### config.mk
export PLATFORM = sky130hd
export DESIGN_NAME = metering
export DESIGN_NICKNAME = d
export VERILOG_FILES = /design/src/camera_pipeline_pkg.sv /design/src/metering.sv
export SDC_FILE = /design/constraint.sdc
export NUM_CORES = 1
export LEC_CHECK = 0
export ABC_AREA = 1
export BUFFER_PORTS_ARGS = -buffer_cell sky130_fd_sc_hd__buf_4
export CORE_ASPECT_RATIO = 1.75
export CORE_MARGIN = 5
export CORE_UTILIZATION = 45
export DETAILED_ROUTE_END_ITERATION = 10
export GPL_ROUTABILITY_DRIVEN = 0
export PLACE_DENSITY = 0.76
export REMOVE_ABC_BUFFERS = 1
export SLEW_MARGIN = 40
export SYNTH_ARGS = -nofsm -noshare
export SYNTH_HDL_FRONTEND = slang
export SYNTH_SLANG_ARGS = --single-unit
### constraint.sdc
create_clock -name mipi_byte_clock -period 2 [get_ports mipi_byte_clock]
set_clock_uncertainty 0.1 [all_clocks]
set_input_delay 0 -clock mipi_byte_clock [delete_from_list [all_inputs] [get_ports mipi_byte_clock]]
set_output_delay 0 -clock mipi_byte_clock [all_outputs]
set_load 0.05 [all_outputs]
### src/camera_pipeline_pkg.sv
/* Pixel formats shared by the stream stages. Bayer samples and RGB channels are 10 bits,
   metering means keep the top 8 bits of each channel */
package camera_pipeline_pkg;

    localparam int COORD_WIDTH = 11; // Covers lines up to 2047 pixels

    typedef logic [9:0] bayer_t;

    typedef struct packed {
        logic [9:0] red;
        logic [9:0] green;
        logic [9:0] blue;
    } rgb_pixel_t;

    typedef struct packed {
        logic [7:0] red;
        logic [7:0] green;
        logic [7:0] blue;
    } metering_t;

endpackage

### src/metering.sv
/* Per-frame channel means from the top 8 bits of each channel.
   The frame must hold exactly 2**LOG2_PIXELS pixels for the means to be exact */
`timescale 1ns/1ps

module metering import camera_pipeline_pkg::*; #(
    parameter int LOG2_PIXELS = 8
) (
    input  logic       mipi_byte_clock,
    input  logic       mipi_byte_reset_n,
    input  logic       frame_valid_i,
    input  logic       line_valid_i,
    input  rgb_pixel_t rgb_data_i,
    output metering_t  metering_o
);
    localparam int SUM_WIDTH = 8 + LOG2_PIXELS;

    logic [SUM_WIDTH-1:0] red_sum;
    logic [SUM_WIDTH-1:0] green_sum;
    logic [SUM_WIDTH-1:0] blue_sum;
    logic                 frame_valid_d;

    always_ff @(posedge mipi_byte_clock or negedge mipi_byte_reset_n) begin
        if (!mipi_byte_reset_n) begin
            red_sum       <= '0;
            green_sum     <= '0;
            blue_sum      <= '0;
            frame_valid_d <= 1'b0;
            metering_o    <= '0;
        end else begin
            frame_valid_d <= frame_valid_i;
            if (frame_valid_d && !frame_valid_i) begin
                metering_o.red   <= red_sum[LOG2_PIXELS +: 8]; // Sum divided by pixel count
                metering_o.green <= green_sum[LOG2_PIXELS +: 8];
                metering_o.blue  <= blue_sum[LOG2_PIXELS +: 8];
                red_sum          <= '0;
                green_sum        <= '0;
                blue_sum         <= '0;
            end else if (line_valid_i) begin
                red_sum   <= red_sum + SUM_WIDTH'(rgb_data_i.red[9:2]);
                green_sum <= green_sum + SUM_WIDTH'(rgb_data_i.green[9:2]);
                blue_sum  <= blue_sum + SUM_WIDTH'(rgb_data_i.blue[9:2]);
            end
        end
    end

endmodule

Yosys cells after proc, flatten, opt, wreduce, memory -nomap -nowiden
Index checks and enable logic that the tools add are counted.

Input port bits: 34. Output and inout bits: 24. Bits in registers: 73. Logic and storage cells: 19.

Add/sub/neg operators: 3. Mux-type cells: 6. Reductions and logical operators: 3.

Operators by type and width (count): 16-bit two-way mux (6); 16-bit by 8-bit adder with 16-bit output (3); 2-bit nonzero test (1); 1-bit logical AND (1); 1-bit zero test (1).

Logic depth before layout (Yosys ltp)
Word-level depth: 3. Depth in mapped cells: 11. Gate-level depth less buffers: 11.

Worst setup path after synthesis
Ideal clock, no wire load.

Path type: reg-to-reg. Start: register blue_sum[0]. End: register blue_sum[8]. Setup time: 119 ps. Data required time: 1781 ps. Clock period less this slack: 1703 ps. Data arrival time: 1484 ps. Path buffers: 0. Stages on the path, launching flop included: 10. Path slack: 297 ps. Cells stage by stage: dfrtp_1 ha_1 inv_1 fa_1 nor2_2 nor2_2 o21ai_2 nand3_1 nand2_1 nor2_1.

Longest elaborated chain between the ends: 3.

Ends and longest elaborated chain: from (decl) (line metering.sv:19) `logic [SUM_WIDTH-1:0] blue_sum;`; from (signal assigned) (line metering.sv:41) `blue_sum <= blue_sum + SUM_WIDTH'(rgb_data_i.blue[9:2]);`; 16-bit by 8-bit adder with 16-bit output (line metering.sv:41); 16-bit two-way mux (line metering.sv:38) `end else if (line_valid_i) begin`; 16-bit two-way mux (line metering.sv:31) `if (frame_valid_d && !frame_valid_i) begin`.

No other way between the ends. The select of a mux whose other input is x is not followed. A chain may end at the register's enable or synchronous reset.

Final worst setup path
Start: register blue_sum[0]. End: register blue_sum[12].

The elaborated chain is that of the path after synthesis.

==> summary.md <==
| Metric | Value |
|---|---|
| Top Ports | `58` |
| Vias per std cell | `roughly 5.1` |
| Max-cap violation count | `0` |
| DRT iter0 DRCs | `270` |
| Endpoints failing setup | `0` |
| Hold WC Path Type | `in2async` |
| Initial core utilization | `45.9%` |
| Max stage delay on crit path | `roughly 0.43 ns` |
| Num CTS Buffers | `9` |
| Comb pwr share | `36.3%` |
| CP bufs+invs | `1` |
| Internal power | `between 3 and 4 mW` |
| Die Span Y | `between 100 and 150 um` |
| Setup TNS | `0 ns` |
| Clock root buffer | `clkbuf_16` |
| Clock power frac | `between 20% and 30%` |
| Die W | `roughly 86 um` |
| Layout cell share with drive strength beyond 1 | `14.3%` |
| Hpwl dp | `7950 um` |
| Total core area | `between 9000 and 10000 um2` |
| Crit path max fanout | `4` |
| Grt ovf | `0` |
| Fin. Hold Viols | `0` |
| Syn avg cell area | `around 7.3 um2` |
| Leakage Power | `approximately 2.9 nW` |
| Pin count of the biggest net entering global routing | `43` |
| Worst Path Required | `2.13 ns` |
| YS warnings | `0` |
| Slowest cell on crit path | `fa_1` |
| Final min period | `1.87 ns` |
| Post-route ant nets | `0` |
| Part of the power in registers | `34.1%` |
| Sequential element share of the synthesized area | `40.4%` |
| Gate Count Post-Synth | `between 600 and 700` |
| CTS clk-pin slew, worst paths | `0.06 ns` |
| Tightest Pin Transition | `~0.45 ns` |
| Max-slew violation count | `0` |
| Sw Pwr | `roughly 2.2 mW` |
| TritonCTS Sinks | `73` |
| Routed Wire Length | `approximately 11000 um` |
| Pre-antenna DRT Iters | `4` |
| Min Hold Slack | `between 0.05 and 0.06 ns` |
| Placed Cells | `between 700 and 800` |
| Largest delay share family, worst path | `adder cells` |
| RSZ-0062 raised after global routing | `no` |
| Synthesized flop and latch total | `between 70 and 80` |
| WL/cell | `13.1 um` |
| Synth-to-layout area growth | `19.8%` |
| PwrDens | `about 1100 nW/um2` |
| VDD IR max | `approximately 500 uV` |
| Fin crit share | `93.3%` |
| Outcome | `finished, final reports clean` |
| Critical path cell sequence | `ha_1 > inv_1 > fa_1 > nor2_2 > nor2_2 > o21ai_2 > nand3_1 > nand2_1 > nor2_1` |
| Non-filler cells in the finished layout | `811` |
| Number of diodes | `0` |
| Unique cell type count in the Yosys netlist | `33` |
| Relative slew slack | `between 70% and 80%` |
| Row cnt | `48` |
| Clock Path Buffers | `2` |
| Sw frac | `between 30 and 40%` |
| Initial antenna violation count | `0` |
| # nets final | `742` |
| Vias | `~4200` |
| FMAX | `between 500 and 600 MHz` |
| Worst EP arrival | `between 1.5 and 2 ns` |
| Vias in the first global route | `roughly 4000` |
| Drt drc | `0` |
| Setup crit end kind | `flop` |
| Crit path kind | `reg2reg` |
| Critical Path Start Type | `flop` |
| Port Buffers | `just over 50` |
| Die area | `approximately 12000 um2` |
| Crit path top cell by count | `nor2_2` |
| CTS tree | `built` |
| GRT Total Usage | `18.1%` |
| Mapped Area | `roughly 4500 um2` |
| First-pass GRT wire length | `around 18000 um` |
| Later-pin clock latency in the skew report | `roughly 0.34 ns` |
| H-tree depth | `3` |
| Design Power | `between 5 and 6 mW` |
==> power groups by stage <==
stage / clock [mW] / sequential, mW / combinational (mW)
2_1_floorplan: 0 / 2.09 / 1.35
3_3_place_gp: 0 / 1.96 / 1.96
3_5_place_dp: 0 / 1.98 / 2.03
4_1_cts: 1.73 / 1.95 / 2.07
5_1_grt: 1.81 / 1.99 / 2.36
6_report: 1.69 / 1.95 / 2.07
==> final cells by class <==
| class | instances | area [um2] |
|---|---|---|
| flip-flops and latches | 73 | 1830 |
| inverters | 67 | 254 |
| clock buffers | 11 | 233 |
| clock inverters | 5 | 80.1 |
| well taps | 125 | 156 |
| multi-input cells | 466 | 2360 |
| repair buffers | 64 | 508 |
| fillers | 960 | 4430 |
==> Yosys cell counts <==
library cell,n,area share [%]
or2_2,1,0.14
inv_2,1,0.083
nor2_1,62,5.1
nand3b_1,3,0.50
ha_1,24,6.6
o22ai_1,3,0.41
nand4_1,4,0.55
buf_2,4,0.44
inv_4,1,0.14
a22o_1,3,0.58
nor2_2,5,0.69
buf_1,1,0.083
a21o_1,4,0.66
nand3_1,45,5.0
nor4_1,4,0.55
a21oi_1,28,3.1
dfrtp_1,73,40
o21ai_0,25,2.8
clkbuf_1,6,0.50
nand3_2,8,1.8
nor3_1,7,0.77
nor2_4,1,0.25
or2_0,1,0.14
buf_6,3,0.75
nor2_8,1,0.44
xor2_1,3,0.58
nand2_1,217,18
o21ai_2,3,0.58
a21boi_2,2,0.50
buf_4,1,0.17
o21ai_1,9,1.0
fa_1,3,1.3
inv_1,65,5.4
==> sequential cells by signal, summed over array words and instances, names as in the netlist <==
register and count:
metering_o 24, blue_sum 16, green_sum 16, red_sum 16
frame_valid_d 1
==> worst paths after layout <==
kind                                          startpoint                    endpoint  slack [ns]  cells after the start
max                              blue_sum[0]$_DFFE_PN0P_    blue_sum[12]$_DFFE_PN0P_        0.13                      9
min                                    mipi_byte_reset_n   metering_o[9]$_DFFE_PN0P_        0.05                      2
max reg2reg                      blue_sum[0]$_DFFE_PN0P_    blue_sum[12]$_DFFE_PN0P_        0.13                      9
min reg2reg                   metering_o[23]$_DFFE_PN0P_  metering_o[23]$_DFFE_PN0P_        0.38                      2
max in group asynchronous              mipi_byte_reset_n      red_sum[9]$_DFFE_PN0P_        1.08                      3
min in group mipi_byte_clock              rgb_data_i[27]      red_sum[5]$_DFFE_PN0P_        0.06                      5
==> per-stage QoR <==
step                area (um2)  setup WS (ns)  util (%)
floorplan                 4440          0.290         -
global route              5420        0.00437      55.0
global placement          5040          0.193      51.2
finish                    5420          0.134      55.0
detailed placement        5040          0.142      51.2
CTS                       5410          0.126      55.0
==> layout by cell type (no fill, tap or decap), types with 2 or more instances in the layout <==
cell type      synthesis  layout
nand2_1              217     217
o21ai_2                3       3
a21oi_1               28      28
nand3_1               45      45
nand3b_1               3       3
nor3_1                 7       7
nor2_1                62      61
clkbuf_1               6       2
buf_4                  1      57
nand3_2                8       8
nor2_2                 5       6
xor2_1                 3       3
inv_1                 65      65
ha_1                  24      24
nor4_1                 4       4
a22o_1                 3       3
o21ai_0               25      25
dlygate4sd3_1          0       6
bufinv_16              0       2
nand4_1                4       4
o21ai_1                9       9
clkbuf_16              0       9
a21boi_2               2       2
clkinvlp_4             0       2
dfrtp_1               73      73
o22ai_1                3       3
a21o_1                 4       4
fa_2                   0       2
==> logic make-up (layout without fill, tap and decap cells) <==
group	count (synthesis)	count (layout)	synth area share (%)
compound gates	77	77	9.60
xor+xnor	3	3	0.581
fa+ha+maj	27	27	7.96
buf+inv	82	147	7.55
flops	73	73	40.4
simple gates	359	359	33.9
==> per-layer routing <==
metal	wire length (um)	track usage (%)	up-vias
met5	0	0	-
met4	296	9.34	0
met3	479	3.75	26
met2	5590	32.3	95
met1	4240	19.9	1929
li1	-	-	2110
==> repair_timing <==
action	in CTS	in global routing
buffers inserted	0	0
hold endpoints to repair	84	0
hold buffers	6	0
endpoints found under the setup margin	0	6
resized for setup	0	3
Power figures use the tool's default switching activity.
