**src/camera_pipeline_pkg.sv**
```systemverilog
/* Pixel formats shared by the stream stages. Bayer samples and RGB channels are 10 bits,
   metering means keep the top 8 bits of each channel */
package camera_pipeline_pkg;

    localparam int COORD_WIDTH = 11; // Covers lines up to 2047 pixels

    typedef logic [9:0] bayer_t;

    typedef struct packed {
        logic [9:0] red;
        logic [9:0] green;
        logic [9:0] blue;
    } rgb_pixel_t;

    typedef struct packed {
        logic [7:0] red;
        logic [7:0] green;
        logic [7:0] blue;
    } metering_t;

endpackage

```
**src/camera_registers_pkg.sv**
```systemverilog
/* Host op codes, none of which take an operand. OP_START_CAPTURE is the only code
   that gives no response */
package camera_registers_pkg;

    localparam logic [7:0] OP_START_CAPTURE = 8'h10;
    localparam logic [7:0] OP_READ_STATUS   = 8'h11;
    localparam logic [7:0] OP_READ_RED      = 8'h12;
    localparam logic [7:0] OP_READ_GREEN    = 8'h13;
    localparam logic [7:0] OP_READ_BLUE     = 8'h14;
    localparam logic [7:0] OP_READ_BYTES_HI = 8'h15;
    localparam logic [7:0] OP_READ_BYTES_LO = 8'h16;
    localparam logic [7:0] OP_READ_DATA     = 8'h20;
    localparam logic [7:0] OP_RESET_READ    = 8'h21;

    localparam int STATUS_CAPTURE_DONE = 0; // Bit index in the status byte

    localparam logic [7:0] RESPONSE_ACK = 8'h01; // Answer to OP_RESET_READ

endpackage

```
**src/buffer_read_if.sv**
```systemverilog
/* Read path between the image buffer and the register block. Channel 0 is red,
   1 green, 2 blue; bytes_available counts bytes, not pixels */
`timescale 1ns/1ps

interface buffer_read_if #(
    parameter int BUFFER_PIXELS = 256
);
    localparam int PIXEL_WIDTH = $clog2(BUFFER_PIXELS);

    logic                   start_capture;   // One-cycle pulse
    logic [PIXEL_WIDTH-1:0] read_pixel;
    logic [1:0]             read_channel;
    logic [7:0]             read_data;       // Combinational from the buffer memory
    logic [15:0]            bytes_available;
    logic                   capture_done;

    modport buffer (
        input  start_capture, read_pixel, read_channel,
        output read_data, bytes_available, capture_done
    );

    modport registers (
        output start_capture, read_pixel, read_channel,
        input  read_data, bytes_available, capture_done
    );

endinterface

```
**src/spi_registers.sv**
```systemverilog
/* Op code decoder. Responses are registered and valid for one cycle after the op code;
   unknown codes and OP_START_CAPTURE give no response */
`timescale 1ns/1ps

module spi_registers import camera_pipeline_pkg::*, camera_registers_pkg::*; #(
    parameter int BUFFER_PIXELS = 256
) (
    input  logic                  mipi_byte_clock,
    input  logic                  mipi_byte_reset_n,
    input  logic [7:0]            op_code_i,
    input  logic                  op_code_valid_i,
    input  metering_t             metering_i,
    output logic [7:0]            response_o,
    output logic                  response_valid_o,
    buffer_read_if.registers      read_port
);
    localparam int PIXEL_WIDTH = $clog2(BUFFER_PIXELS);

    logic [PIXEL_WIDTH-1:0] read_pixel;
    logic [1:0]             read_channel;
    logic                   start_capture;

    always_ff @(posedge mipi_byte_clock or negedge mipi_byte_reset_n) begin
        if (!mipi_byte_reset_n) begin
            response_o       <= '0;
            response_valid_o <= 1'b0;
            read_pixel       <= '0;
            read_channel     <= '0;
            start_capture    <= 1'b0;
        end else begin
            response_valid_o <= 1'b0;
            start_capture    <= 1'b0;
            if (op_code_valid_i) begin
                response_valid_o <= 1'b1;
                case (op_code_i)
                    OP_START_CAPTURE: begin
                        response_valid_o <= 1'b0;
                        start_capture    <= 1'b1;
                        read_pixel       <= '0;
                        read_channel     <= '0;
                    end
                    OP_READ_STATUS: begin
                        response_o                      <= '0;
                        response_o[STATUS_CAPTURE_DONE] <= read_port.capture_done;
                    end
                    OP_READ_RED:      response_o <= metering_i.red;
                    OP_READ_GREEN:    response_o <= metering_i.green;
                    OP_READ_BLUE:     response_o <= metering_i.blue;
                    OP_READ_BYTES_HI: response_o <= read_port.bytes_available[15:8];
                    OP_READ_BYTES_LO: response_o <= read_port.bytes_available[7:0];
                    OP_READ_DATA: begin
                        response_o <= read_port.read_data;
                        if (read_channel == 2'd2) begin
                            read_channel <= '0; // Blue done, move to next pixel
                            read_pixel   <= read_pixel + 1'b1;
                        end else begin
                            read_channel <= read_channel + 1'b1;
                        end
                    end
                    OP_RESET_READ: begin
                        response_o   <= RESPONSE_ACK;
                        read_pixel   <= '0;
                        read_channel <= '0;
                    end
                    default: response_valid_o <= 1'b0;
                endcase
            end
        end
    end

    assign read_port.start_capture = start_capture;
    assign read_port.read_pixel    = read_pixel;
    assign read_port.read_channel  = read_channel;

endmodule

```
**src/flat_wrapper.sv**
```systemverilog
// flat-port wrapper written by rule: the top's interface ports become plain ports
module spi_registers_flat import camera_pipeline_pkg::*, camera_registers_pkg::*;
#(
    parameter int BUFFER_PIXELS = 256
)
  (mipi_byte_clock, mipi_byte_reset_n, op_code_i, op_code_valid_i, metering_i, response_o, response_valid_o, read_port_start_capture, read_port_read_pixel, read_port_read_channel, read_port_read_data, read_port_bytes_available, read_port_capture_done);
  buffer_read_if #(.BUFFER_PIXELS(BUFFER_PIXELS)) read_port_i ();
  input  logic mipi_byte_clock;
  input  logic mipi_byte_reset_n;
  input  logic [7:0] op_code_i;
  input  logic op_code_valid_i;
  input  metering_t metering_i;
  output logic [7:0] response_o;
  output logic response_valid_o;
  output wire logic [$bits(read_port_i.start_capture)-1:0] read_port_start_capture;
  output wire logic [$bits(read_port_i.read_pixel)-1:0] read_port_read_pixel;
  output wire logic [$bits(read_port_i.read_channel)-1:0] read_port_read_channel;
  input wire logic [$bits(read_port_i.read_data)-1:0] read_port_read_data;
  input wire logic [$bits(read_port_i.bytes_available)-1:0] read_port_bytes_available;
  input wire logic [$bits(read_port_i.capture_done)-1:0] read_port_capture_done;
  assign read_port_start_capture = read_port_i.start_capture;
  assign read_port_read_pixel = read_port_i.read_pixel;
  assign read_port_read_channel = read_port_i.read_channel;
  assign read_port_i.read_data = read_port_read_data;
  assign read_port_i.bytes_available = read_port_bytes_available;
  assign read_port_i.capture_done = read_port_capture_done;
  spi_registers #(.BUFFER_PIXELS(BUFFER_PIXELS)) u_core (.mipi_byte_clock(mipi_byte_clock), .mipi_byte_reset_n(mipi_byte_reset_n), .op_code_i(op_code_i), .op_code_valid_i(op_code_valid_i), .metering_i(metering_i), .response_o(response_o), .response_valid_o(response_valid_o), .read_port(read_port_i));
endmodule
```
**config.mk**
```make
export PLATFORM = sky130hd
export DESIGN_NAME = spi_registers_flat
export DESIGN_NICKNAME = d
export VERILOG_FILES = /design/src/camera_pipeline_pkg.sv /design/src/camera_registers_pkg.sv /design/src/buffer_read_if.sv /design/src/spi_registers.sv /design/src/flat_wrapper.sv
export SDC_FILE = /design/constraint.sdc
export NUM_CORES = 1
export LEC_CHECK = 0
export BUFFER_PORTS_ARGS = -buffer_cell sky130_fd_sc_hd__buf_2
export CORE_AREA = 8 8 62 74
export DETAILED_ROUTE_END_ITERATION = 10
export DIE_AREA = 0 0 70 82
export PLACE_DENSITY = 0.77
export SYNTH_ARGS = -nofsm -noshare
export SYNTH_HDL_FRONTEND = slang
export SYNTH_SLANG_ARGS = --single-unit
```
**constraint.sdc**
```tcl
create_clock -name mipi_byte_clock -period 1.8 [get_ports mipi_byte_clock]
set_input_delay 0.54 -clock mipi_byte_clock [delete_from_list [all_inputs] [get_ports mipi_byte_clock]]
set_output_delay 0.54 -clock mipi_byte_clock [all_outputs]
set_load 0.01 [all_outputs]
```
Word level (Yosys, flattened, before mapping)

Cells that the tools add are included.

Add/sub/neg operators: 2
Multipliers: 0
Div/mod/pow operators: 0
$lt $le $gt $ge: 0
Equal/unequal tests: 11
Shifts and indexed selects: 0
Muxes and demuxes: 9
Bitwise operators: 0
Reduce and logical (&&, ||, !) cells: 7

Operator list:

| cell                | number |
|---|---|
| $pmux 8 s8          | 1 |
| $eq 8x5->1 const B  | 7 |
| $eq 8x6->1 const B  | 2 |
| $pmux 8 s2          | 1 |
| $add 8x1->8 const B | 1 |
| $mux 8              | 1 |
| $reduce_bool 8->1   | 1 |
| $reduce_or 8->1     | 1 |
| $mux 1              | 4 |
| $pmux 2 s2          | 1 |
| $reduce_and 2->1    | 2 |
| $reduce_and 3->1    | 1 |
| $add 2x1->2 const B | 1 |
| $eq 2x2->1 const B  | 1 |
| $mux 2              | 1 |
| $ne 2x1->1 const B  | 1 |
| $reduce_bool 2->1   | 1 |
| $reduce_or 2->1     | 1 |

Bits in registers: 20
Bits in latches: 0
Memory bits (writable): 0
Memory bits (read-only): 0
Input bits: 60
Output and inout port bits: 20
Logic and storage cells: 34
Memories: 0

Logic depth before layout (Yosys ltp)

Word-level depth: 4
Gate-level depth with buffers: 7
Depth with buffers taken out: 6

Least setup slack after synthesis

No wires, ideal clock.

Path type: input-to-reg
From: input port op_code_i[4]
To: register u_core.read_pixel[2] (netlist: u_core.read_port.read_pixel[2])
Library setup time: 0.129 ns
Data arrival time: 1.897 ns
Data required time: 1.671 ns
Slack: -0.226 ns
Stages on the path: 6
Buffers on the path: 1
Cells stage by stage: or4b_4 > mux2i_1 > and2_1 > or2_1 > buf_6 > o21ai_0

Cells in the longest elaborated chain, start to end: 4
Elaborated cells on any way between the ends: 8
Those cells by class: eq/ne (4); mux (1); reduce/logical (3)

RTL lines:

| item                                            | line                | source |
|---|---|---|
| start: declaration                              | flat_wrapper.sv:10  | `input logic [7:0] op_code_i;` |
| $eq 8x6->1 / $eq 8x5->1 (equally long branches) | spi_registers.sv:35 | `case (op_code_i)` |
| $reduce_or 2->1 (no source line)                | -                   |  |
| $reduce_bool 2->1 (no source line)              | -                   |  |
| $reduce_and 3->1 (no source line)               | -                   |  |
| end signal: assignment                          | spi_registers.sv:55 | `read_pixel <= read_pixel + 1'b1;` |
| end: declaration                                | spi_registers.sv:19 | `logic [PIXEL_WIDTH-1:0] read_pixel;` |

Parallel ways exist; a longest one is shown, timed or not.
A chain may end at the register's enable or synchronous reset.

Worst setup path after layout

From: input port op_code_i[7]
To: register u_core.read_pixel[6] (netlist: u_core.read_port.read_pixel[6])

The elaborated chain is that of the path after synthesis.

==> impl_results.md <==
- Net switching fraction of the power: 24.32%
- Cells after Synth: 164
- Clk pwr share: 37.2%
- WP depth: 7
- Reg area: 500.5 um^2
- Buffers added on ports: 79
- Crit-path slowest cell: or4b_4
- Number of DRC markers after the initial detailed-route iteration: 136
- MaxCap Viol Count: 0
- Vias in the first global route: 1790
- Antenna Nets Post-Route: 0
- Critical path arrival: 1.94 ns
- Final WL: 5158 um
- Clk buf depth: 2
- Synthesized flop and latch total: 20
- WL/cell: 16.27 um
- Leakage Power: 1.164 nW
- Worst Setup Start Kind: input pin
- CORE AREA: 0.003483 mm^2
- Slew HR: 71.08%
- Worst Clk Skew: 0.006728 ns
- P&R area growth vs syn: 59.37%
- N_diodes: 0
- Tot GR Track Use: 16.27%
- Worst slew pin tran: 0.4338 ns
- Hold Violations, Final: 0
- Status: finished clean
- Crit Path Category: in2reg
- CP bufs+invs: 2
- DP HPWL: 4004 um
- Synth top area cells: dfrtp_1, o21ai_0, mux2i_1, a221oi_1, nand3_1
- R2R depth: 6
- Gate power share: 22.9%
- Net Count, Synth: 225
- Critical path endpoint category: flop
- Grt total ovfl: 0
- Final Max Slew Viols: 0
- Io pins: 80
- Mapped cell area: 0.001463 mm^2
- Top delay family on crit path: simple AND/OR/NAND/NOR gates
- Multi-input gate area: 994.7 um^2
- Worst VDD drop: 0.6279 mV
- Post-synthesis sequential area ratio: 34.22%
- First-pass GRT wire length: 7838 um
- Starting density of the core: 41.99%
- Root buffer cell: clkbuf_8
- CTS tree: done
- Final setup TNS: 0 ns
- Hold Path Class: in2async
- Sw Pwr: 0.2919 mW
- Dominant cell type by area after synthesis: dfrtp_1
- Synth Area per Inst: 8.919 um^2
- WP data required: 1.95 ns
- Power Total: 1.200 mW
- Die Ht: 82 um
- Setup-failing EPs final: 0
- Residual DRC: 0
- Row cnt: 24
- Synth top area share: 34.22%
- Die ar.: 0.005740 mm^2
- Clock Latency Late Sink: 0.26 ns
- Final Wtd Congestion: 0.8202
- Vias: 1744
- Crit-path max FO: 6
- Clock sinks: 20
- Crit-path cells: buf_6, or4b_4, mux2i_2, buf_4, a21boi_2, o21ai_2, o31ai_4
- H-tree level count: 1
- Share of cells above drive strength 1: 55.04%
- Largest net degree at the start of global routing: 21
- Die width: 70 um
- 1st-pass router iterations: 4
- Ys Warns: 0
- Crit path largest cell delay: 0.58 ns
- F_max: 0.5577 GHz
- Library cells used by synthesis: 41
- Num CTS Buffers: 3
- RSZ-0062 raised after global routing: true
- Seq pwr share: 39.9%
- Initial antenna violation count: 0
- Fin nets: 340
- Internal Pwr Total: 0.9086 mW
- Vias per cell: 5.502
- Fill count: 292
- Pwr/cell area: 515.0 mW/mm^2
- Reg clk slew, reported paths: 0.08 ns
- Tcrit/Tclk final: 99.61%
- Tmin final: 1.793 ns
## metal layers
metal | wire length (um) | vias up | part of all wire (%) | track usage [%]
met1 | 2018 | 837 | 39 | 16.88
li1 | - | 860 | - | -
met3 | 235 | 6 | 4.6 | 3.744
met4 | 57 | 0 | 1.1 | 5.030
met2 | 2846 | 41 | 55 | 31.84
met5 | 0 | - | 0 | 0
## path summary, 6_finish.rpt
kind	slack (ns)	start	endpoint
max	0.007	op_code_i[7]	u_core.read_port.read_pixel[6]
min	0.20	mipi_byte_reset_n	u_core.read_port.read_pixel[6]
max reg2reg	0.21	u_core.read_port.read_pixel[0]	u_core.read_port.read_pixel[6]
min reg2reg	0.51	u_core.response_o[1]	u_core.response_o[1]
max in group asynchronous	1.28	mipi_byte_reset_n	u_core.response_o[6]
min in group mipi_byte_clock	0.51	u_core.response_o[1]	u_core.response_o[1]
## synth_stat cells
cell and number:
mux2_2 2, nand4_1 1, nand3_1 11, nand2_1 7
buf_2 3, dfrtp_1 20, nand3b_1 2, a21o_1 1
mux2i_1 10, a21oi_1 9, a32o_1 2, clkbuf_1 3
ha_1 1, nor4b_1 1, a221oi_1 10, or2_1 1
o31ai_1 1, a31o_2 2, or4b_4 2, buf_6 1
or2_2 1, o211ai_2 1, inv_1 3, nor4bb_1 1
and3_1 3, a31oi_1 1, nand2b_1 6, a21boi_0 3
a21oi_2 1, o31ai_2 3, a32oi_1 3, o21ai_0 22
nor4_4 1, and3b_1 1, and2_1 1, buf_1 1
nor3_1 6, nor3b_1 1, nor2b_1 5, nor2_1 8
or3_1 2
## through the flow
step | hold WS [ns] | instance area, um^2 | setup WS [ns] | cells | util [%]
6_report | 0.2047 | 2331 | 0.007032 | 317 | 66.92
5_1_grt | 0.2342 | 2331 | -0.03378 | 317 | 66.92
4_1_cts | 0.2149 | 2226 | -0.009075 | 315 | 63.90
3_5_place_dp | 0.4979 | 2152 | -0.4205 | 311 | 61.78
3_3_place_gp | 0.4894 | 2152 | -0.3248 | 311 | 61.78
2_1_floorplan | 0.2444 | 1473 | -0.2236 | 164 | -
## placed cells by master, fill, tap and decap left out, drive strengths merged, types with 3 or more instances in the layout
master / instances
nor2: 8
nand2b: 6
nor2b: 5
o31ai: 4
nand3: 11
a221oi: 10
a21boi: 3
mux2i: 10
inv: 3
nor3: 6
a32oi: 3
nand2: 7
clkbuf: 3
and3: 3
dfrtp: 20
a21oi: 10
o21ai: 22
buf: 118
## cells by family (layout without fill, tap and decap cells)
logic type / Yosys count / in the layout / share of synthesized area (%)
flip-flops: 20 / 20 / 34.22
multiplexers: 12 / 12 / 8.383
AND/OR/NAND/NOR: 61 / 61 / 24.98
AO/OA/AOI/OAI: 59 / 59 / 27.97
adder cells (fa/ha/maj): 1 / 1 / 0.8553
buffers and inverters: 11 / 125 / 3.592
## state kept, by name, indices dropped and copies added (netlist names)
name	count
u_core.read_port.read_channel	2
u_core.read_port.read_pixel	8
u_core.response_o	8
u_core.response_valid_o	1
u_core.read_port.start_capture	1
## layout make-up
class	count	area share, %
multi-input cells	133	42.67
repair buffers	118	30.22
flip-flops and latches	20	21.47
well taps	39	2.093
clock buffers	3	1.771
clock inverters	1	1.288
inverters	3	0.4831
## worst register-to-register path, cell delays in order, from the launching register on
cell	delay [ns]
dfrtp_1	0.40
ha_1	0.23
and3_1	0.24
nand3_1	0.15
a21boi_2	0.20
o21ai_2	0.18
o31ai_4	0.09
## power by group through the flow
stage | clock [mW] | combinational (mW) | sequential [mW]
after global routing | 0.465 | 0.302 | 0.481
after global placement | 0 | 0.256 | 0.486
after floorplan | 0 | 0.0964 | 0.493
after CTS | 0.451 | 0.265 | 0.478
after detailed placement | 0 | 0.263 | 0.487
final | 0.446 | 0.275 | 0.479
## timing repair
item,in CTS,in global routing
setup buffers,0,1
hold endpoints to repair,0,0
cloned,0,1
hold buffers,0,0
setup endpoints to repair,9,17
resized for setup,8,28
pin swaps,2,12
Note: power is estimated with default switching activity, not from simulation.
