[src/camera_pipeline_pkg.sv]
/* Pixel formats shared by the stream stages. Bayer samples and RGB channels are 10 bits,
   metering means keep the top 8 bits of each channel */
package camera_pipeline_pkg;

    localparam int COORD_WIDTH = 11; // Covers lines up to 2047 pixels

    typedef logic [9:0] bayer_t;

    typedef struct packed {
        logic [9:0] red;
        logic [9:0] green;
        logic [9:0] blue;
    } rgb_pixel_t;

    typedef struct packed {
        logic [7:0] red;
        logic [7:0] green;
        logic [7:0] blue;
    } metering_t;

endpackage

[src/debayer.sv]
/* 2x2 debayer, one cycle of latency. Drops the first line and first column of each frame,
   so the output is one smaller in each direction; lines must fit in MAX_LINE_WIDTH */
`timescale 1ns/1ps

module debayer import camera_pipeline_pkg::*; #(
    parameter int MAX_LINE_WIDTH = 64,
    parameter int X_PHASE        = 0,
    parameter int Y_PHASE        = 0
) (
    input  logic       mipi_byte_clock,
    input  logic       mipi_byte_reset_n,
    input  logic       frame_valid_i,
    input  logic       line_valid_i,
    input  bayer_t     bayer_data_i,
    output logic       frame_valid_o,
    output logic       line_valid_o,
    output rgb_pixel_t rgb_data_o
);
    localparam int ADDR_WIDTH = $clog2(MAX_LINE_WIDTH);

    bayer_t                line_buffer [MAX_LINE_WIDTH];
    bayer_t                above;      // Sample at (x, y-1)
    bayer_t                above_left; // Sample at (x-1, y-1)
    bayer_t                left;       // Sample at (x-1, y)
    logic [ADDR_WIDTH-1:0] x_count;
    logic                  line_valid_d;
    logic                  first_line;
    logic                  y_odd;
    logic                  x_site;
    logic                  y_site;
    logic [10:0]           green_sum;
    rgb_pixel_t            rgb;

    assign above  = line_buffer[x_count];
    assign x_site = x_count[0] ^ X_PHASE[0];
    assign y_site = y_odd ^ Y_PHASE[0];

    // Current sample sits at the bottom right of the block
    always_comb begin
        case ({y_site, x_site})
            2'b00: begin
                rgb.red   = bayer_data_i;
                rgb.blue  = above_left;
                green_sum = above + left;
            end
            2'b01: begin
                rgb.red   = left;
                rgb.blue  = above;
                green_sum = above_left + bayer_data_i;
            end
            2'b10: begin
                rgb.red   = above;
                rgb.blue  = left;
                green_sum = above_left + bayer_data_i;
            end
            default: begin
                rgb.red   = above_left;
                rgb.blue  = bayer_data_i;
                green_sum = above + left;
            end
        endcase
        rgb.green = green_sum[10:1]; // Mean of the two green sites
    end

    always_ff @(posedge mipi_byte_clock or negedge mipi_byte_reset_n) begin
        if (!mipi_byte_reset_n) begin
            x_count       <= '0;
            line_valid_d  <= 1'b0;
            first_line    <= 1'b1;
            y_odd         <= 1'b0;
            frame_valid_o <= 1'b0;
            line_valid_o  <= 1'b0;
        end else begin
            frame_valid_o <= frame_valid_i;
            line_valid_o  <= line_valid_i && !first_line && x_count != '0;
            line_valid_d  <= line_valid_i;
            x_count       <= line_valid_i ? x_count + 1'b1 : '0;
            if (!frame_valid_i) begin
                first_line <= 1'b1;
                y_odd      <= 1'b0;
            end else if (line_valid_d && !line_valid_i) begin
                first_line <= 1'b0;
                y_odd      <= !y_odd;
            end
        end
    end

    always_ff @(posedge mipi_byte_clock) begin
        if (line_valid_i) begin
            line_buffer[x_count] <= bayer_data_i;
            above_left           <= above;
            left                 <= bayer_data_i;
        end
        rgb_data_o <= rgb;
    end

endmodule

[config.mk]
export PLATFORM = sky130hd
export DESIGN_NAME = debayer
export DESIGN_NICKNAME = d
export VERILOG_FILES = /design/src/camera_pipeline_pkg.sv /design/src/debayer.sv
export SDC_FILE = /design/constraint.sdc
export NUM_CORES = 1
export LEC_CHECK = 0
export ABC_AREA = 1
export BUFFER_PORTS_ARGS = -buffer_cell sky130_fd_sc_hd__buf_2
export CORE_ASPECT_RATIO = 1.1
export CORE_MARGIN = 4
export CORE_UTILIZATION = 50
export DETAILED_ROUTE_END_ITERATION = 16
export PLACE_DENSITY = 0.62
export SYNTH_ARGS = -nofsm -noshare
export SYNTH_HDL_FRONTEND = slang
export SYNTH_SLANG_ARGS = --single-unit
[constraint.sdc]
create_clock -name mipi_byte_clock -period 7.6 [get_ports mipi_byte_clock]
set_input_delay 1.14 -clock mipi_byte_clock [delete_from_list [all_inputs] [get_ports mipi_byte_clock]]
set_output_delay 1.14 -clock mipi_byte_clock [all_outputs]
set_load 0.03 [all_outputs]
======== Word-level counts from Yosys, hierarchy flattened ========
Memory sizes are Yosys's and may differ from the RTL's.
Index checks and enable logic that the tools add are counted.
operators by class
  add/subtract/negate cells ............... 3
  equality and inequality tests ........... 3
  mux-type cells .......................... 10
  reduce and logical (&&, ||, !) cells .... 9
operator list
  operator                                                                count
  10-bit one-hot mux with 3 select lines                                  2
  10-bit by 10-bit adder with 11-bit output                               2
  11-bit 2-to-1 mux                                                       1
  6-bit by 1-bit adder with 6-bit output (second input constant)          1
  1-bit 2-to-1 mux                                                        6
  6-bit 2-to-1 mux                                                        1
  6-bit nonzero test                                                      1
  1-bit logical AND                                                       3
  1-bit logical NOT                                                       3
  2-bit by 1-bit equality test with 1-bit output (second input constant)  1
  2-bit equality test (second input constant)                             1
  2-bit logical NOT                                                       1
  2-bit by 1-bit != test with 1-bit output (second input constant)        1
  2-bit OR reduction                                                      1
word-level totals
  input port bits ......................... 14
  RAM bits ................................ 640
  bits in registers ....................... 61
  memories ................................ 1
  output and inout port bits .............. 32
  word-level logic and storage cells ...... 37
memories
  memory       depth  bits a word  read ports  clocked after Yosys merged registers in  wr ports  line           RTL
  line_buffer  64     10           1           0                                        1         debayer.sv:21  bayer_t line_buffer [MAX_LINE_WIDTH];

======== Longest topological paths before layout ========
Gate-level depths: netlist of run 1.
  word-level depth ........................ 4
  mapped depth ............................ 23
  depth with buffers taken out ............ 22

======== Least setup slack after synthesis of run 1 ========
No wires, ideal clock.
  path kind ............................... register -> register
  from .................................... register x_count[0]
  to ...................................... register rgb_data_o[19] (netlist bit)
  slack ................................... 4.430 ns
  path buffers ............................ 3
  stages on the path, launching flop included .. 24
  arrival ................................. 3.091 ns
  data required time ...................... 7.520 ns
  setup time .............................. 0.080 ns
  period minus slack after synthesis ...... 3.170 ns
  path through ............................ dfrtp_1 > buf_4 > inv_4 > buf_2 > clkbuf_1 > nand3_1 > nand2_1 > a21oi_1 > nand4_1 > nand2_1 > nand2_1 > nor2_1 > nand2_1 > inv_1 > fa_1 > nor2_1 > nor2_1 > nor2_1 > nor2_1 > o21ai_0 > a31oi_1 > nor2_1 > o21ai_0 > a22oi_1
on the way
  cells in the longest elaborated chain, start to end .. 3
  elaborated cells between the ends (all ways) .. 6
  those cells by class .................... add/sub: 1; eq/ne: 2; mux: 1; reduce/logical: 1; memory: 1
RTL lines
  element                                    line                          RTL
  from (decl)                                debayer.sv:25                 logic [ADDR_WIDTH-1:0] x_count;
  from (signal assigned)                     debayer.sv:77                 x_count <= line_valid_i ? x_count + 1'b1 : '0;
  memory read 64 x 10 bit                    n/a
  named net above[1]                         debayer.sv:22                 bayer_t above;
  10-bit by 10-bit adder with 11-bit output  debayer.sv:44, debayer.sv:59
  11-bit 2-to-1 mux                          n/a
  named net green_sum[10]                    debayer.sv:31                 logic [10:0] green_sum;
  to (signal assigned)                       debayer.sv:94                 rgb_data_o <= rgb;
  to (decl)                                  debayer.sv:17                 output rgb_pixel_t rgb_data_o
The timed path passes the listed nets, and every way through them passes these cells.
A chain may end at the register's enable or synchronous reset.

======== Worst setup path after layout of run 1 ========
Same ends and word-level chain as after synthesis.

==> results of run 1 <==
[cells in the final DEF, fill, tap and decap left out, drive strengths merged, types with 2 or more instances in the layout]
master,netlist,routed
edfxtp,660,660
nand2,563,563
inv,168,168
nor2,148,148
clkbuf,25,95
nand3,90,90
buf,64,82
o21ai,79,79
nand4,59,59
a21oi,57,57
a22oi,50,50
o2111ai,43,43
dfxtp,30,30
a221oi,28,28
ha,24,24
clkinv,0,18
dfrtp,10,10
nor3,7,7
o211ai,6,6
a22o,5,5
a211oi,4,4
or2,4,4
clkinvlp,0,4
a31oi,3,3
xor2,3,3
xnor2,3,3
nand3b,2,2
o2bb2ai,2,2
fa,2,2
[flip-flops by register name, indices dropped and copies added (netlist names)]
register / count
left: 10
line_valid_o: 1
x_count: 6
line_valid_d: 1
y_odd: 1
above_left: 10
rgb_data_o: 30
first_line: 1
frame_valid_o: 1
line_buffer: 640
[final timing paths]
kind | end | slack [ns] | cells after the start
setup reg to reg | rgb_data_o[19]$_DFF_P_ | 2.51 | 21
min in group mipi_byte_clock | first_line$_DFFE_PN1P_ | 0.47 | 2
hold reg to reg | first_line$_DFFE_PN1P_ | 0.47 | 2
hold / removal | x_count[1]$_DFF_PN0_ | 0.41 | 1
max in group asynchronous | first_line$_DFFE_PN1P_ | 6.92 | 1
setup / recovery | rgb_data_o[19]$_DFF_P_ | 2.51 | 21
[power groups by stage]
stage | Sequential [mW] | Clock, mW | Combinational [mW]
2_1_floorplan | 4.48 | 0 | 0.345
3_3_place_gp | 4.40 | 0 | 0.702
3_5_place_dp | 4.40 | 0 | 0.710
4_1_cts | 4.32 | 3.21 | 0.714
5_1_grt | 4.33 | 3.38 | 0.772
6_report | 4.32 | 3.18 | 0.713
[kinds of logic after synthesis]
group	count (synthesis)
adder cells (fa/ha/maj)	26
AND/OR/NAND/NOR	875
AO/OA/AOI/OAI	283
XOR/XNOR	6
flip-flops	701
buffers and inverters	257
multiplexers	1
[layer usage]
| layer | vias up | wire length, um |
|---|---|---|
| met5 | - | 0 |
| met4 | 0 | 2720 |
| met3 | 141 | 5600 |
| met2 | 792 | 35600 |
| met1 | 8664 | 30100 |
| li1 | 7812 | - |
[cell type report]
| cell class | count | area share [%] |
|---|---|---|
| flip-flops and latches | 701 | 67.2 |
| multi-input cells | 1191 | 19.3 |
| clock buffers | 95 | 6.21 |
| well taps | 736 | 2.99 |
| inverters | 168 | 2.06 |
| repair buffers | 82 | 1.76 |
| clock inverters | 23 | 0.427 |
[worst reg2reg max path: stages, from the launching register on]
cell and delay (ns):
dfrtp_2 0.63, buf_4 0.34, nor2_4 0.82, buf_4 0.63, nand2_1 0.12, o2111ai_1 0.09
nand3b_1 0.19, nand2_1 0.08, nand2_1 0.08, nor2_1 0.05, nand2_1 0.20, inv_1 0.10
fa_1 0.45, nor2_1 0.18, nor2_1 0.06, nor2_1 0.09, nor2_1 0.08, o21ai_0 0.31
a31oi_1 0.18, nor2_1 0.12, o21ai_0 0.08, a22oi_1 0.14
[per-stage QoR]
| step | setup WS [ns] | hold slack, ns | util, % | total power, mW | instance area [um^2] |
|---|---|---|---|---|---|
| finish | 2.51 | 0.405 | 56.1 | 8.21 | 30800 |
| floorplan | 4.43 | 0.441 | - | 4.82 | 27700 |
| detailed placement | 2.63 | 0.463 | 52.4 | 5.11 | 28700 |
| global placement | 2.70 | 0.452 | 52.4 | 5.10 | 28700 |
| global route | 2.15 | 0.409 | 56.1 | 8.48 | 30800 |
| CTS | 2.58 | 0.383 | 56.1 | 8.24 | 30800 |
==> results.sh, run 1 <==
export IMPL_status="finished, final reports clean"
export IMPL_wirelength_mm=74.0
export IMPL_cp_slowest_cell="nor2_4"
export IMPL_synth_common_cells="edfxtp_1, nand2_1, inv_1"
export IMPL_cts_buffers=69
export IMPL_grt_overflow=0
export IMPL_die_area_um2=59200
export IMPL_post_dp_hpwl_mm=43.6
export IMPL_use_met3_pct=3.35
export IMPL_p_int_mw=6.27
export IMPL_synthMuxAreaShare_pct=0.0361
export IMPL_synthToLayoutAreaGrowth_pct=11.2
export IMPL_num_io_pins=46
export IMPL_ys_seq_elements=701
export IMPL_p_sw_share_pct=23.6
export IMPL_grt_busiest_layer="met2"
export IMPL_grt_use_met2_pct=41.1
export IMPL_synthAdderAreaFrac_pct=1.23
export IMPL_power_frac_comb_pct=8.7
export IMPL_slew_violations=0
export IMPL_path_cells="buf_4, nor2_4, buf_4, nand2_1, o2111ai_1, nand3b_1, nand2_1, nand2_1, nor2_1, nand2_1, inv_1, fa_1, nor2_1, nor2_1, nor2_1, nor2_1, o21ai_0, a31oi_1, nor2_1, o21ai_0, a22oi_1"
export IMPL_vias_per_cell=5.81
export IMPL_ir_drop_v=0.000150
export IMPL_drc=0
export IMPL_ys_async_sr_fraction_pct=1.57
export IMPL_setup_tns_ns=0
export IMPL_regArea_um2=20700
export IMPL_crit_family="simple AND/OR/NAND/NOR gates"
export IMPL_netlist_instances=2149
export IMPL_die_y_um=255
export IMPL_yosysTopAreaCellShare_pct=71.6
export IMPL_drtPass1Iterations=6
export IMPL_synth_area_um2=27700
export IMPL_cap_viol_max_count=0
export IMPL_antenna_found_initial=1
export IMPL_io_buffers=45
export IMPL_rows=90
export IMPL_min_period_ns=5.09
export IMPL_layout_cells_non_filler=2996
export IMPL_crit_arrival_ns=5.61
export IMPL_synth_compound_area_share_pct=6.82
export IMPL_cts_root_buf="clkbuf_16"
export IMPL_vias=17400
export IMPL_finalCritPeriodShare_pct=67.0
export IMPL_diodes=0
export IMPL_drt_initial_drc_count=2006
export IMPL_worstSetupStartpoint="x_count[0]$_DFF_PN0_"
export IMPL_cpPeakStageDelay_ns=0.81
export IMPL_cpMostUsedCell="nor2_1"
export IMPL_met1_usage_pct=34.7
export IMPL_hold_buffers=0
export IMPL_ant_nets=0
export IMPL_grt_pass1_vias=17100
export IMPL_cts_tree="done"
export IMPL_synth_edf_count=660
export IMPL_synth_ff_type="edfxtp_1"
export IMPL_clockPowerShare_pct=38.7
export IMPL_clockBufferDepth=3
export IMPL_maxSlewHeadroom_pct=12.8
export IMPL_start_util_pct=50.5
export IMPL_required_ns=8.12
export IMPL_rsz0062_at_grt="false"
export IMPL_p_per_area_nw_per_um2=267
export IMPL_cp_end_kind="flip-flop"
export IMPL_multi_input_area_um2=5950
export IMPL_yosysSeqAreaShare_pct=74.7
export IMPL_wl_per_cell_um=24.7
export IMPL_synth_area_leaders="edfxtp_1, nand2_1, inv_1"
export IMPL_power_switching_mw=1.94
export IMPL_grt_max_degree=71
export IMPL_final_hold_viol_count=0
export IMPL_seqPwrFrac_pct=52.6
export IMPL_skew_ns=0.0119
export IMPL_cts_sinks=701
export IMPL_final_nets=2253
export IMPL_place_gp_congestion=0.856
export IMPL_avgSynthCellArea_um2=12.9
export IMPL_cts_setup_buffers=0
export IMPL_leakage_nw=10.8
export IMPL_synth_cell_types=48
export IMPL_post_cts_resized=0
export IMPL_core_um2=54800
export IMPL_setup_violations=0
export IMPL_cp_num_buf_inv=3
export IMPL_tightest_slew_ns=1.30
export IMPL_grt_pass1_wl_mm=110
export IMPL_drive_gt1_share_pct=8.63
export IMPL_yosys_warnings=0
export IMPL_r2r_start="x_count[0]$_DFF_PN0_"
export IMPL_yosysTopAreaCell="edfxtp_1"
export IMPL_min_path_type="input port to asynchronous set/reset pin"
export IMPL_cts_clk_slew_worst_paths_ns=0.06
export IMPL_synth_simple_area_share_pct=13.1
export IMPL_synth_top_family_by_area="simple AND/OR/NAND/NOR gates"
export IMPL_synth_xor_area_share_pct=0.190
export IMPL_path_max_fanout=35
export IMPL_nFillCells=4447
export IMPL_grt_usage_pct=25.1
export IMPL_synthesis_nets=2189
export IMPL_dieWidth_um=232
export IMPL_htreeDepth=3
export IMPL_dp_cells=2878
export IMPL_start_kind="flip-flop"
export IMPL_worstSetupPathType="flip-flop to flip-flop"
export IMPL_synth_most_common_cell="edfxtp_1"
export IMPL_clock_latency_ns=0.60
export IMPL_clock_fmax_mhz=196
Note: power is estimated with default switching activity, not from simulation.
==> run 2, diff against run 1 <==
Clock period 7.6 ns to 5 ns, I/O delays scaled along.
==> run 2 against run 1 <==
Global-route usage increased by 0.46 points. Wire length is 2.3% higher. Clock-buffer cell count down 3. First-iteration DRC count decreased by 11%. Setup slack lost 2.0 ns. Sequential power grew 52%. Sequential share of layout area shrank 1.1 points. Largest cell class unchanged. Largest power group unchanged.
==> results.sh, run 2 (synthesized netlist as in run 1, its figures left out) <==
export IMPL_die_area_um2=59200
export IMPL_core_um2=54800
export IMPL_power_switching_mw=2.96
export IMPL_cts_root_buf="clkbuf_16"
export IMPL_cts_clk_slew_worst_paths_ns=0.07
export IMPL_grt_overflow=0
export IMPL_final_cell_mix="edfxtp_1, nand2_1, inv_1, nor2_1, nand3_1"
export IMPL_post_cts_resized=0
export IMPL_min_period_ns=4.47
export IMPL_required_ns=5.51
export IMPL_clock_latency_ns=0.60
export IMPL_cap_viol_max_count=0
export IMPL_drtPass1Iterations=5
export IMPL_min_path_type="input port to asynchronous set/reset pin"
export IMPL_tightest_slew_ns=1.27
export IMPL_seqPwrFrac_pct=52.0
export IMPL_wl_per_cell_um=24.9
export IMPL_p_int_mw=9.67
export IMPL_slew_violations=0
export IMPL_cp_end_kind="flip-flop"
export IMPL_hold_buffers=0
export IMPL_status="finished, final reports clean"
export IMPL_clock_fmax_mhz=224
export IMPL_worst_hold_slack_ns=0.0378
export IMPL_io_buffers=45
export IMPL_rrSetupSlack_ns=0.53
export IMPL_setup_tns_ns=0
export IMPL_dieWidth_um=232
export IMPL_worst_slack_ns=0.531
export IMPL_skew_ns=0.0184
export IMPL_top_regs="line_buffer x640, rgb_data_o x30"
export IMPL_power_frac_comb_pct=8.9
export IMPL_drt_initial_drc_count=1790
export IMPL_ant_nets=0
export IMPL_start_util_pct=50.5
export IMPL_synthToLayoutAreaGrowth_pct=13.0
export IMPL_place_ws_ns=0.668
export IMPL_cts_sinks=701
export IMPL_num_io_pins=46
export IMPL_maxSlewHeadroom_pct=14.7
export IMPL_p_per_area_nw_per_um2=404
export IMPL_path_max_fanout=23
export IMPL_wirelength_mm=75.8
export IMPL_p_sw_share_pct=23.4
export IMPL_diodes=0
export IMPL_cts_setup_buffers=0
export IMPL_rsz0062_at_grt="false"
export IMPL_start_kind="flip-flop"
export IMPL_r2r_end="rgb_data_o[19]$_DFF_P_"
export IMPL_clockBufferDepth=3
export IMPL_die_y_um=255
export IMPL_ir_drop_v=0.000246
export IMPL_leakage_nw=11.1
export IMPL_place_gp_congestion=0.863
export IMPL_final_nets=2300
export IMPL_final_core_util_pct=57.1
export IMPL_final_hold_viol_count=0
export IMPL_antenna_found_initial=2
export IMPL_mostFrequentLayoutCell="edfxtp_1"
export IMPL_grt_pass1_vias=17400
export IMPL_cts_tree="done"
export IMPL_crit_arrival_ns=4.98
export IMPL_post_dp_hpwl_mm=47.0
export IMPL_clockPowerShare_pct=39.2
export IMPL_rows=90
export IMPL_grt_pass1_wl_mm=111
export IMPL_setup_violations=0
export IMPL_cts_buffers=68
export IMPL_drc=0
export IMPL_rr_worst_depth=21
export IMPL_vias_per_cell=5.79
export IMPL_grt_max_degree=70
export IMPL_grt_usage_pct=25.6
export IMPL_worstSetupPathType="flip-flop to flip-flop"
export IMPL_htreeDepth=3
export IMPL_drive_gt1_share_pct=10.7
export IMPL_vias=17600
export IMPL_largest_reg_flops=640
export IMPL_finalCritPeriodShare_pct=89.4
export IMPL_regMostFlops="line_buffer"
export IMPL_r2r_start="x_count[2]$_DFF_PN0_"
## run 2: changes by cell type in the layout (fill, tap and decap cells not counted), moves of 2 or more
cell / previous run / this run
clkbuf_8: 0 / 2
buf_12: 3 / 9
buf_4: 34 / 76
clkbuf_1: 21 / 17
clkinv_1: 13 / 10
bufinv_16: 1 / 3
clkinv_2: 5 / 8
clkinv_4: 0 / 2
## run 2: metrics by stage
step                cell area (um^2)  instances  total power, mW
floorplan                      27700       2149             7.33
global placement               29200       2926             7.79
detailed placement             29200       2926             7.80
CTS                            31300       3043             12.7
global route                   31300       3043             13.0
finish                         31300       3043             12.6
## run 2: worst max-delay path: stages, from the launching register on
cell and delay, ns:
dfrtp_1 0.52, nor2_4 0.44, nand2_1 0.26, inv_2 0.16
buf_4 0.36, nand2_1 0.09, nand4_1 0.07, o21ai_0 0.24
nand2_1 0.15, nor2_1 0.06, nand2_1 0.19, inv_1 0.09
fa_1 0.44, nor2_1 0.16, nor2_1 0.07, nor2_1 0.11
nor2_1 0.08, o21ai_0 0.33, a31oi_1 0.19, nor2_1 0.15
o21ai_0 0.10, a22oi_1 0.14
## run 2: worst max-delay path by stage
stage | start | endpoint | cells after the start
final | x_count[2]$_DFF_PN0_ | rgb_data_o[19]$_DFF_P_ | 21
after global routing | x_count[2]$_DFF_PN0_ | rgb_data_o[19]$_DFF_P_ | 21
after CTS | x_count[2]$_DFF_PN0_ | rgb_data_o[19]$_DFF_P_ | 18
after detailed placement | x_count[2]$_DFF_PN0_ | rgb_data_o[19]$_DFF_P_ | 18
after global placement | x_count[0]$_DFF_PN0_ | rgb_data_o[19]$_DFF_P_ | 21
after floorplan | x_count[0]$_DFF_PN0_ | rgb_data_o[19]$_DFF_P_ | 23
## run 2: final cells by class
cell class	instances	area [um^2]
inverters	168	633
multi-input cells	1191	5950
clock inverters	25	200
well taps	736	921
flip-flops and latches	701	20700
clock buffers	92	1920
repair buffers	130	976
fillers	4391	23500
## run 2: metal layers
layer	global-route usage (%)	up-vias	part of all wire [%]
met5	0	-	0.012
met4	11.3	2	4.3
met3	4.07	153	8.5
met2	42.0	847	48
met1	34.2	8700	39
li1	-	7921	-
## run 2: power groups by stage
stage | sequential [mW] | combinational [mW] | clock [mW]
finish | 6.57 | 1.12 | 4.95
floorplan | 6.81 | 0.525 | 0
global route | 6.57 | 1.21 | 5.25
CTS | 6.57 | 1.11 | 5.01
detailed placement | 6.69 | 1.11 | 0
global placement | 6.69 | 1.10 | 0
